$ cat src/hdl/phold_pkg.sv
package phold_pkg;

   // engine sizes
   localparam int NUM_CORE  = 4;
   localparam int NB_COREID = 2;
   localparam int NUM_LP    = 16;
   localparam int NB_LPID   = 4;
   localparam int TIME_WID  = 16;

   // queue depth equals NUM_LP, so the count needs one extra bit
   localparam int NB_QCNT = 5;

   // core behaviour
   localparam int PROC_CYCLES = 4;
   localparam int NB_RAND_INC = 3;
   localparam int LFSR_WID    = 24;

   // each core adds its own index to this
   localparam logic [LFSR_WID-1:0] LFSR_SEED_BASE = 24'h3a91c5;

   // event fields
   typedef logic [TIME_WID-1:0]  time_t;
   typedef logic [NB_LPID-1:0]   lp_id_t;
   typedef logic [NB_COREID-1:0] core_id_t;

   // top level run sequence
   typedef enum logic [2:0] {
      IDLE,
      INIT,
      READY,
      RUNNING,
      FINISHED
   } run_state_t;

endpackage

$ cat src/hdl/event_queue.sv
`timescale 1ns/1ps

module event_queue
   import phold_pkg::*;
(
   input  logic   clk,
   input  logic   rst_n,
   input  logic   clear,
   input  logic   enq,
   input  logic   deq,
   input  lp_id_t enq_lp,
   input  time_t  enq_time,
   output lp_id_t head_lp,
   output time_t  head_time,
   output logic   full,
   output logic   empty
);

   lp_id_t               lp_mem   [NUM_LP];
   time_t                time_mem [NUM_LP];
   logic [NUM_LP-1:0]    slot_vld;
   logic [NB_QCNT-1:0]   count;
   logic [NB_LPID-1:0]   free_idx;
   logic [NB_LPID-1:0]   head_idx;
   logic                 do_enq;
   logic                 do_deq;

   assign full   = (count == NB_QCNT'(NUM_LP));
   assign empty  = (count == '0);
   assign do_enq = enq && !full;
   assign do_deq = deq && !empty;

   // lowest free slot
   always_comb begin
      free_idx = '0;
      for (int i = NUM_LP - 1; i >= 0; i--) begin
         if (!slot_vld[i])
            free_idx = NB_LPID'(i);
      end
   end

   // minimum search, strict compare keeps the lowest slot on a tie
   always_comb begin
      time_t best;
      logic  found;
      best     = '1;
      found    = 1'b0;
      head_idx = '0;
      for (int i = 0; i < NUM_LP; i++) begin
         if (slot_vld[i] && (!found || time_mem[i] < best)) begin
            found    = 1'b1;
            best     = time_mem[i];
            head_idx = NB_LPID'(i);
         end
      end
   end

   assign head_lp   = lp_mem[head_idx];
   assign head_time = time_mem[head_idx];

   always_ff @(posedge clk or negedge rst_n) begin
      if (!rst_n) begin
         slot_vld <= '0;
         count    <= '0;
      end else if (clear) begin
         slot_vld <= '0;
         count    <= '0;
      end else begin
         if (do_enq)
            slot_vld[free_idx] <= 1'b1;
         if (do_deq)
            slot_vld[head_idx] <= 1'b0;
         count <= count + NB_QCNT'(do_enq) - NB_QCNT'(do_deq);
      end
   end

   // entry payload
   always_ff @(posedge clk) begin
      if (do_enq) begin
         lp_mem[free_idx]   <= enq_lp;
         time_mem[free_idx] <= enq_time;
      end
   end

endmodule

$ cat src/hdl/event_scheduler.sv
`timescale 1ns/1ps

module event_scheduler
   import phold_pkg::*;
(
   input  logic                clk,
   input  logic                rst_n,
   input  time_t               sim_end,
   input  time_t               gvt,
   input  logic                q_full,
   input  logic                q_empty,
   input  lp_id_t              head_lp,
   input  time_t               head_time,
   input  logic                rcv_eval,
   input  core_id_t            rcv_egnt,
   input  logic                send_eval,
   input  logic [NUM_CORE-1:0] send_vgnt,
   input  lp_id_t              new_lp [NUM_CORE],
   input  time_t               new_time [NUM_CORE],
   output logic                enq,
   output logic                deq,
   output lp_id_t              enq_lp,
   output time_t               enq_time,
   output logic [NUM_CORE-1:0] ack,
   output logic [NUM_CORE-1:0] event_valid,
   output logic                running,
   output logic                init_clear,
   output logic                rtn_vld,
   output logic                sent_vld,
   output lp_id_t              sent_lp,
   output time_t               sent_time
);

   run_state_t         state;
   run_state_t         state_nxt;
   logic [NB_QCNT-1:0] init_cnt;
   logic               init_done;
   logic               queue_busy;

   assign running    = (state == RUNNING);
   assign init_clear = (state == IDLE);
   assign rtn_vld    = (state == FINISHED);
   assign init_done  = (init_cnt == NB_QCNT'(NUM_LP));

   always_comb begin
      state_nxt = state;
      case (state)
         IDLE:     state_nxt = INIT;
         INIT:     if (init_done) state_nxt = READY;
         READY:    state_nxt = RUNNING;
         RUNNING:  if (gvt > sim_end) state_nxt = FINISHED;
         FINISHED: state_nxt = IDLE;
         default:  state_nxt = IDLE;
      endcase
   end

   // one queue operation, then a blocked cycle; enqueue wins
   always_comb begin
      enq = 1'b0;
      deq = 1'b0;
      if (!queue_busy) begin
         if (state == INIT) begin
            enq = !init_done;
         end else if (running) begin
            enq = rcv_eval && !q_full;
            deq = !enq && !q_empty && send_eval;
         end
      end
      ack = '0;
      if (running && enq)
         ack[rcv_egnt] = 1'b1;
   end

   // seed events are lp k at time 0
   assign enq_lp      = (state == INIT) ? init_cnt[NB_LPID-1:0] : new_lp[rcv_egnt];
   assign enq_time    = (state == INIT) ? '0 : new_time[rcv_egnt];
   assign event_valid = send_vgnt & {NUM_CORE{deq}};

   assign sent_vld  = deq;
   assign sent_lp   = head_lp;
   assign sent_time = head_time;

   always_ff @(posedge clk or negedge rst_n) begin
      if (!rst_n) begin
         state      <= IDLE;
         init_cnt   <= '0;
         queue_busy <= 1'b0;
      end else begin
         state      <= state_nxt;
         queue_busy <= enq | deq;
         if (state != INIT)
            init_cnt <= '0;
         else if (enq)
            init_cnt <= init_cnt + NB_QCNT'(1);
      end
   end

endmodule

$ cat src/hdl/gvt_unit.sv
`timescale 1ns/1ps

module gvt_unit
   import phold_pkg::*;
(
   input  logic                clk,
   input  logic                rst_n,
   input  logic                running,
   input  logic                clear,
   input  logic                q_empty,
   input  time_t               head_time,
   input  logic [NUM_CORE-1:0] core_busy,
   input  time_t               core_lvt [NUM_CORE],
   output time_t               gvt
);

   time_t min_time;
   logic  min_vld;

   // oldest pending event over queue head and busy cores
   always_comb begin
      min_vld  = !q_empty;
      min_time = q_empty ? '1 : head_time;
      for (int i = 0; i < NUM_CORE; i++) begin
         if (core_busy[i] && (!min_vld || core_lvt[i] < min_time)) begin
            min_vld  = 1'b1;
            min_time = core_lvt[i];
         end
      end
   end

   // only ever moves forward, holds with nothing pending
   always_ff @(posedge clk or negedge rst_n) begin
      if (!rst_n) begin
         gvt <= '0;
      end else if (clear) begin
         gvt <= '0;
      end else if (running && min_vld && min_time > gvt) begin
         gvt <= min_time;
      end
   end

endmodule

$ cat src/hdl/phold_core.sv
`timescale 1ns/1ps

module phold_core
   import phold_pkg::*;
#(
   parameter int CORE_IDX = 0
)(
   input  logic   clk,
   input  logic   rst_n,
   input  logic   event_valid,
   input  lp_id_t cur_lp,
   input  time_t  cur_time,
   input  logic   ack,
   input  logic   flush,
   output logic   ready,
   output logic   busy,
   output time_t  lvt,
   output logic   new_event_ready,
   output lp_id_t new_lp,
   output time_t  new_time
);

   typedef enum logic [1:0] {CORE_IDLE, CORE_PROC, CORE_HOLD} core_state_t;
   typedef logic [$clog2(PROC_CYCLES)-1:0] proc_cnt_t;

   core_state_t         state;
   proc_cnt_t           proc_cnt;
   logic [LFSR_WID-1:0] lfsr;
   lp_id_t              lp_q;
   logic                proc_done;

   // last processing cycle, child becomes visible on the next one
   assign proc_done = (state == CORE_PROC) && (proc_cnt == proc_cnt_t'(PROC_CYCLES - 2));

   assign ready           = (state == CORE_IDLE);
   assign busy            = (state != CORE_IDLE);
   assign new_event_ready = (state == CORE_HOLD);

   always_ff @(posedge clk or negedge rst_n) begin
      if (!rst_n) begin
         state    <= CORE_IDLE;
         proc_cnt <= '0;
         lfsr     <= LFSR_SEED_BASE + LFSR_WID'(CORE_IDX);
      end else if (flush) begin
         state    <= CORE_IDLE;
         proc_cnt <= '0;
      end else begin
         case (state)
            CORE_IDLE:
               if (event_valid) begin
                  state    <= CORE_PROC;
                  proc_cnt <= '0;
               end
            CORE_PROC:
               if (proc_done) begin
                  state <= CORE_HOLD;
                  // x^24 + x^23 + x^22 + x^17 + 1
                  lfsr  <= {lfsr[LFSR_WID-2:0], lfsr[23] ^ lfsr[22] ^ lfsr[21] ^ lfsr[16]};
               end else begin
                  proc_cnt <= proc_cnt + proc_cnt_t'(1);
               end
            CORE_HOLD:
               if (ack)
                  state <= CORE_IDLE;
            default:
               state <= CORE_IDLE;
         endcase
      end
   end

   // event and child payload
   always_ff @(posedge clk) begin
      if (state == CORE_IDLE && event_valid) begin
         lvt  <= cur_time;
         lp_q <= cur_lp;
      end
      if (proc_done) begin
         new_lp   <= lp_q ^ lfsr[NB_LPID-1:0];
         new_time <= lvt + time_t'(1) + time_t'(lfsr[NB_LPID +: NB_RAND_INC]);
      end
   end

endmodule

$ cat src/hdl/phold_top.sv
`timescale 1ns/1ps

module phold_top
   import phold_pkg::*;
(
   input  logic   clk,
   input  logic   rst_n,
   input  time_t  sim_end,
   output time_t  gvt,
   output logic   rtn_vld,
   output logic   sent_vld,
   output lp_id_t sent_lp,
   output time_t  sent_time
);

   logic                enq;
   logic                deq;
   lp_id_t              enq_lp;
   time_t               enq_time;
   lp_id_t              head_lp;
   time_t               head_time;
   logic                q_full;
   logic                q_empty;
   logic                running;
   logic                init_clear;

   // per core signals
   logic [NUM_CORE-1:0] rcv_req;
   logic [NUM_CORE-1:0] send_req;
   logic [NUM_CORE-1:0] send_vgnt;
   logic [NUM_CORE-1:0] ack;
   logic [NUM_CORE-1:0] event_valid;
   logic [NUM_CORE-1:0] core_busy;
   time_t               core_lvt [NUM_CORE];
   lp_id_t              core_new_lp [NUM_CORE];
   time_t               core_new_time [NUM_CORE];
   logic                rcv_eval;
   core_id_t            rcv_egnt;
   logic                send_eval;

   event_scheduler u_sched (
      .clk (clk), .rst_n (rst_n), .sim_end (sim_end), .gvt (gvt),
      .q_full (q_full), .q_empty (q_empty), .head_lp (head_lp), .head_time (head_time),
      .rcv_eval (rcv_eval), .rcv_egnt (rcv_egnt), .send_eval (send_eval),
      .send_vgnt (send_vgnt), .new_lp (core_new_lp), .new_time (core_new_time),
      .enq (enq), .deq (deq), .enq_lp (enq_lp), .enq_time (enq_time),
      .ack (ack), .event_valid (event_valid), .running (running),
      .init_clear (init_clear), .rtn_vld (rtn_vld), .sent_vld (sent_vld),
      .sent_lp (sent_lp), .sent_time (sent_time)
   );

   event_queue u_queue (
      .clk (clk), .rst_n (rst_n), .clear (init_clear), .enq (enq), .deq (deq),
      .enq_lp (enq_lp), .enq_time (enq_time), .head_lp (head_lp),
      .head_time (head_time), .full (q_full), .empty (q_empty)
   );

   // children coming back from the cores
   rr_arbiter u_rcv_arb (
      .clk (clk), .rst_n (rst_n), .req (rcv_req),
      .vgnt (), .eval (rcv_eval), .egnt (rcv_egnt)
   );

   // idle cores waiting for work
   rr_arbiter u_send_arb (
      .clk (clk), .rst_n (rst_n), .req (send_req),
      .vgnt (send_vgnt), .eval (send_eval), .egnt ()
   );

   for (genvar g = 0; g < NUM_CORE; g++) begin : gen_core
      phold_core #(.CORE_IDX (g)) u_core (
         .clk (clk), .rst_n (rst_n), .event_valid (event_valid[g]),
         .cur_lp (head_lp), .cur_time (head_time), .ack (ack[g]), .flush (init_clear),
         .ready (send_req[g]), .busy (core_busy[g]), .lvt (core_lvt[g]),
         .new_event_ready (rcv_req[g]), .new_lp (core_new_lp[g]),
         .new_time (core_new_time[g])
      );
   end

   gvt_unit u_gvt (
      .clk (clk), .rst_n (rst_n), .running (running), .clear (init_clear),
      .q_empty (q_empty), .head_time (head_time), .core_busy (core_busy),
      .core_lvt (core_lvt), .gvt (gvt)
   );

endmodule

$ cat src/hdl/rr_arbiter.sv
`timescale 1ns/1ps

module rr_arbiter
   import phold_pkg::*;
(
   input  logic                clk,
   input  logic                rst_n,
   input  logic [NUM_CORE-1:0] req,
   output logic [NUM_CORE-1:0] vgnt,
   output logic                eval,
   output core_id_t            egnt
);

   // requester with the highest priority this cycle
   core_id_t ptr;

   // first requester at or after the pointer
   always_comb begin
      core_id_t idx;
      logic     found;
      found = 1'b0;
      egnt  = ptr;
      vgnt  = '0;
      for (int i = 0; i < NUM_CORE; i++) begin
         idx = ptr + core_id_t'(i);
         if (!found && req[idx]) begin
            found = 1'b1;
            egnt  = idx;
         end
      end
      if (found)
         vgnt[egnt] = 1'b1;
      eval = found;
   end

   // move past the winner whenever anyone asked
   always_ff @(posedge clk or negedge rst_n) begin
      if (!rst_n) begin
         ptr <= '0;
      end else if (eval) begin
         ptr <= egnt + core_id_t'(1);
      end
   end

endmodule

$ cat config.mk
export PLATFORM = sky130hd
export DESIGN_NAME = phold_top
export DESIGN_NICKNAME = d
export VERILOG_FILES = /design/src/hdl/phold_pkg.sv /design/src/hdl/event_queue.sv /design/src/hdl/event_scheduler.sv /design/src/hdl/gvt_unit.sv /design/src/hdl/phold_core.sv /design/src/hdl/phold_top.sv /design/src/hdl/rr_arbiter.sv
export SDC_FILE = /design/constraint.sdc
export NUM_CORES = 2
export LEC_CHECK = 0
export ABC_AREA = 0
export BUFFER_PORTS_ARGS = -buffer_cell sky130_fd_sc_hd__buf_4
export CELL_PAD_IN_SITES_DETAIL_PLACEMENT = 0
export CELL_PAD_IN_SITES_GLOBAL_PLACEMENT = 2
export CORE_AREA = 2 2 309 311
export CTS_CLUSTER_DIAMETER = 150
export DETAILED_ROUTE_END_ITERATION = 7
export DIE_AREA = 0 0 311 313
export HOLD_SLACK_MARGIN = 0.05
export PLACE_DENSITY = 0.83
export SYNTH_ARGS = -nofsm -noshare
export SYNTH_HDL_FRONTEND = slang
export SYNTH_SLANG_ARGS = --single-unit
$ cat constraint.sdc
create_clock -name clk -period 57.4 [get_ports clk]
set_input_delay 2.87 -clock clk [delete_from_list [all_inputs] [get_ports clk]]
set_output_delay 2.87 -clock clk [all_outputs]
set_load 0.005 [all_outputs]
==> key figures <==
Run status
  • Outcome: finished, final reports clean

Final layout
  • Post-route cell area: 45,000 sq um
  • Layout fillers: around 8,700
  • Layout area overhead: 12.2%
  • Final Util: 0.477
  • Final std cells w/o fill: between 5,000 and 6,000
  • Nets@finish: roughly 4,200
  • Layout cells sized above 1: 0.145

Synth
  • Asr flop ratio synth: 0.252
  • Synth area leader: edfxtp_1
  • Most frequent cell after synthesis: edfxtp_1
  • Synth top cells by count: edfxtp_1 (480), nand2_1 (352), ha_1 (321), inv_1 (313), o21ai_0 (256)
  • Top cell type's share of synthesized area: 0.360
  • Post-synth EDFFs: 480
  • Mean Syn Cell Area: around 10 sq um
  • Mapped Nets: 4,168
  • Post-synth top flop: edfxtp_1
  • YS warnings: 0
  • Mapped cell area: 40,100 sq um
  • Unique cell type count in the Yosys netlist: 114
  • Cells after Synth: 3,824
  • FF+latch count, synth: 642
  • Sequential fraction of the synthesis area: 0.462
  • Top post-synthesis cells by area: edfxtp_1 (36%), ha_1 (10%), dfrtp_1 (7.4%)

STA
  • Fin crit share: 0.919
  • Final Hold Fails: 0
  • Slew Limit Fails: 0
  • Post-route minimum period: roughly 53,000 ps
  • # setup viols final: 0
  • Fmax: around 19 MHz
  • Worst Slack Setup Final: 4640 ps
  • Clk_skew: between 40 and 50 ps
  • Slew HR: 0.137
  • Least-Margin Pin Slew: around 1300 ps

Routing
  • DRT antenna net count: 0
  • Detailed Routing Iterations Pass 1: 6
  • Vias per cell: between 5 and 6
  • Vias after detailed routing: 30,845
  • Drt drc: 0
  • Initial DRC Count: 3,137
  • WL per Instance: ~26 microns
  • Detailed Route WL: about 130,000 microns

Clocking
  • TritonCTS clock tree: yes
  • CTS Root Cell: clkbuf_16
  • Reg clk slew, reported paths: 60 ps
  • Clk sinks: between 600 and 700
  • Latest clock arrival within the worst-skew pair: between 600 and 700 ps
  • # hold bufs at CTS: 0
  • CTS Buffer Depth: 3
  • # H-tree levels: 3
  • Total CTS buffers: 73

Worst setup path
  • Most used cell, CP: o21ai_0
  • Worst setup SP type: flop
  • CP peak stage delay: roughly 630 ps
  • Critical Path AT: 53,300 ps
  • CP Data Required Time: slightly below 60,000 ps
  • CP Capture Type: flop
  • Largest fanout on the critical path: 31
  • Reg2reg setup slack: around 4600 ps
  • Cell at the slowest stage of the critical path: dfrtp_4
  • Worst Setup Path Type: reg2reg

Floorplan
  • Core area: 94,200 sq um
  • Horiz. Die Dim: a little over 300 microns
  • Die height: 313 microns
  • Die area: about 100,000 sq um
  • Num ports: 56
  • # rows: approximately 110
  • Starting Density: 0.425

Min path
  • HP Class: reg2reg

Placed design
  • Dpl ws: around 56 ps
  • Placed Cells: 5,057
  • DPL Wire Length: roughly 97,000 microns
  • Routability cong.: around 0.91
  • Placement Cell Area: 42,100 sq um
  • I/O Buffers: 55

Global route
  • Total congestion overflow: 0
  • Initial antenna violation count: 6
  • Global-route wire length before repair: around 200,000 microns
  • Largest net degree at the start of global routing: between 70 and 80
  • Number of global-route vias before repair: 29,798
  • GRT Util Overall: 0.271

Run
  • Max Cap Viol: 0
cells in the final DEF (no fill, tap or decap), types with 62 or more instances in the layout:
cell type,netlist,routed
edfxtp_1,480,480
nand2_1,352,350
ha_1,321,321
inv_1,313,313
o21ai_0,256,252
a21oi_1,246,241
nor2_1,238,213
mux2_2,126,126
buf_4,3,123
dfrtp_1,118,117
mux2i_1,113,113
a21o_1,95,95
nand3_1,74,74
clkbuf_16,0,74
nand4_1,66,66
nor2b_1,66,65
xnor2_1,62,62
critical path: cells and delay by family, from the launching register on:
family / cells / cell delay (ps)
AO/OA/AOI/OAI: 133 / 26810
AND/OR/NAND/NOR: 88 / 12700
adder cells (fa/ha/maj): 20 / 5650
buffers and inverters: 25 / 4270
multiplexers: 8 / 2410
flip-flops: 1 / 630
final cells by class:
class	count	area, sq um	area share
sequential	642	18500	0.412
clock buffer	96	2020	0.0450
tap	1265	1580	0.0352
antenna	1	2.50	0.0000557
timing repair buffer	129	1030	0.0230
clock inverter	35	502	0.0112
multi-input combinational	2727	20100	0.447
inverter	315	1180	0.0263
repair_timing:
| action | 4_1_cts | 5_1_grt |
|---|---|---|
| setup buffers | 0 | 15 |
| resized for setup | 1 | 31 |
| cloned | 0 | 6 |
| pin swaps | 0 | 7 |
| setup endpoints to repair | 15 | 16 |
routing by layer:
metal | up-vias | part of all wire | track usage
met5 | - | 0 | 0
met4 | 0 | 0.033 | 0.0921
met3 | 192 | 0.092 | 0.0660
met2 | 1242 | 0.44 | 0.415
met1 | 15105 | 0.44 | 0.375
li1 | 14306 | - | -
registers in the layout, summed over array words and instances, names as in the netlist, 16 cells and up:
signal and cells:
u_gvt.gvt 16, gen_core.u_core.lvt 64, gen_core.u_core.new_time 64, u_queue.time_mem 256
gen_core.u_core.lp_q 16, gen_core.u_core.new_lp 16, u_queue.lp_mem 64, u_queue.slot_vld 16
gen_core.u_core.lfsr 96
cell families (layout without fill, tap and decap cells):
family                   Yosys count  after routing  share of synthesized area
flip-flops                       642            642                      0.462
AND/OR/NAND/NOR                 1044           1046                      0.125
XOR/XNOR                          99             99                     0.0218
adder cells (fa/ha/maj)          332            332                      0.104
multiplexers                     263            263                     0.0761
AO/OA/AOI/OAI                    983            987                      0.165
other                              0              1                          0
buffers and inverters            461            575                     0.0448
path summary, 6_finish.rpt:
check / startpoint / end / cells past startpoint
max: u_queue.slot_vld[0] / u_gvt.gvt[9] / 274
min in group asynchronous: rst_n / u_gvt.gvt[10] / 1
max in group asynchronous: rst_n / gen_core[0].u_core.lfsr[14] / 2
min: gen_core[0].u_core.lfsr[13] / gen_core[0].u_core.lfsr[14] / 1
min reg2reg: gen_core[0].u_core.lfsr[13] / gen_core[0].u_core.lfsr[14] / 1
max reg2reg: u_queue.slot_vld[0] / u_gvt.gvt[9] / 274
through the flow:
stage          hold slack (ps)  TNS (ps)
3_3_place_gp               482         0
4_1_cts                    502         0
3_5_place_dp               489         0
6_report                   495         0
2_1_floorplan              467         0
5_1_grt                    515      -434
Power is left out: the tool's default activity adds up to more than one toggle a clock period on the data nets, which glitch-free logic cannot reach.
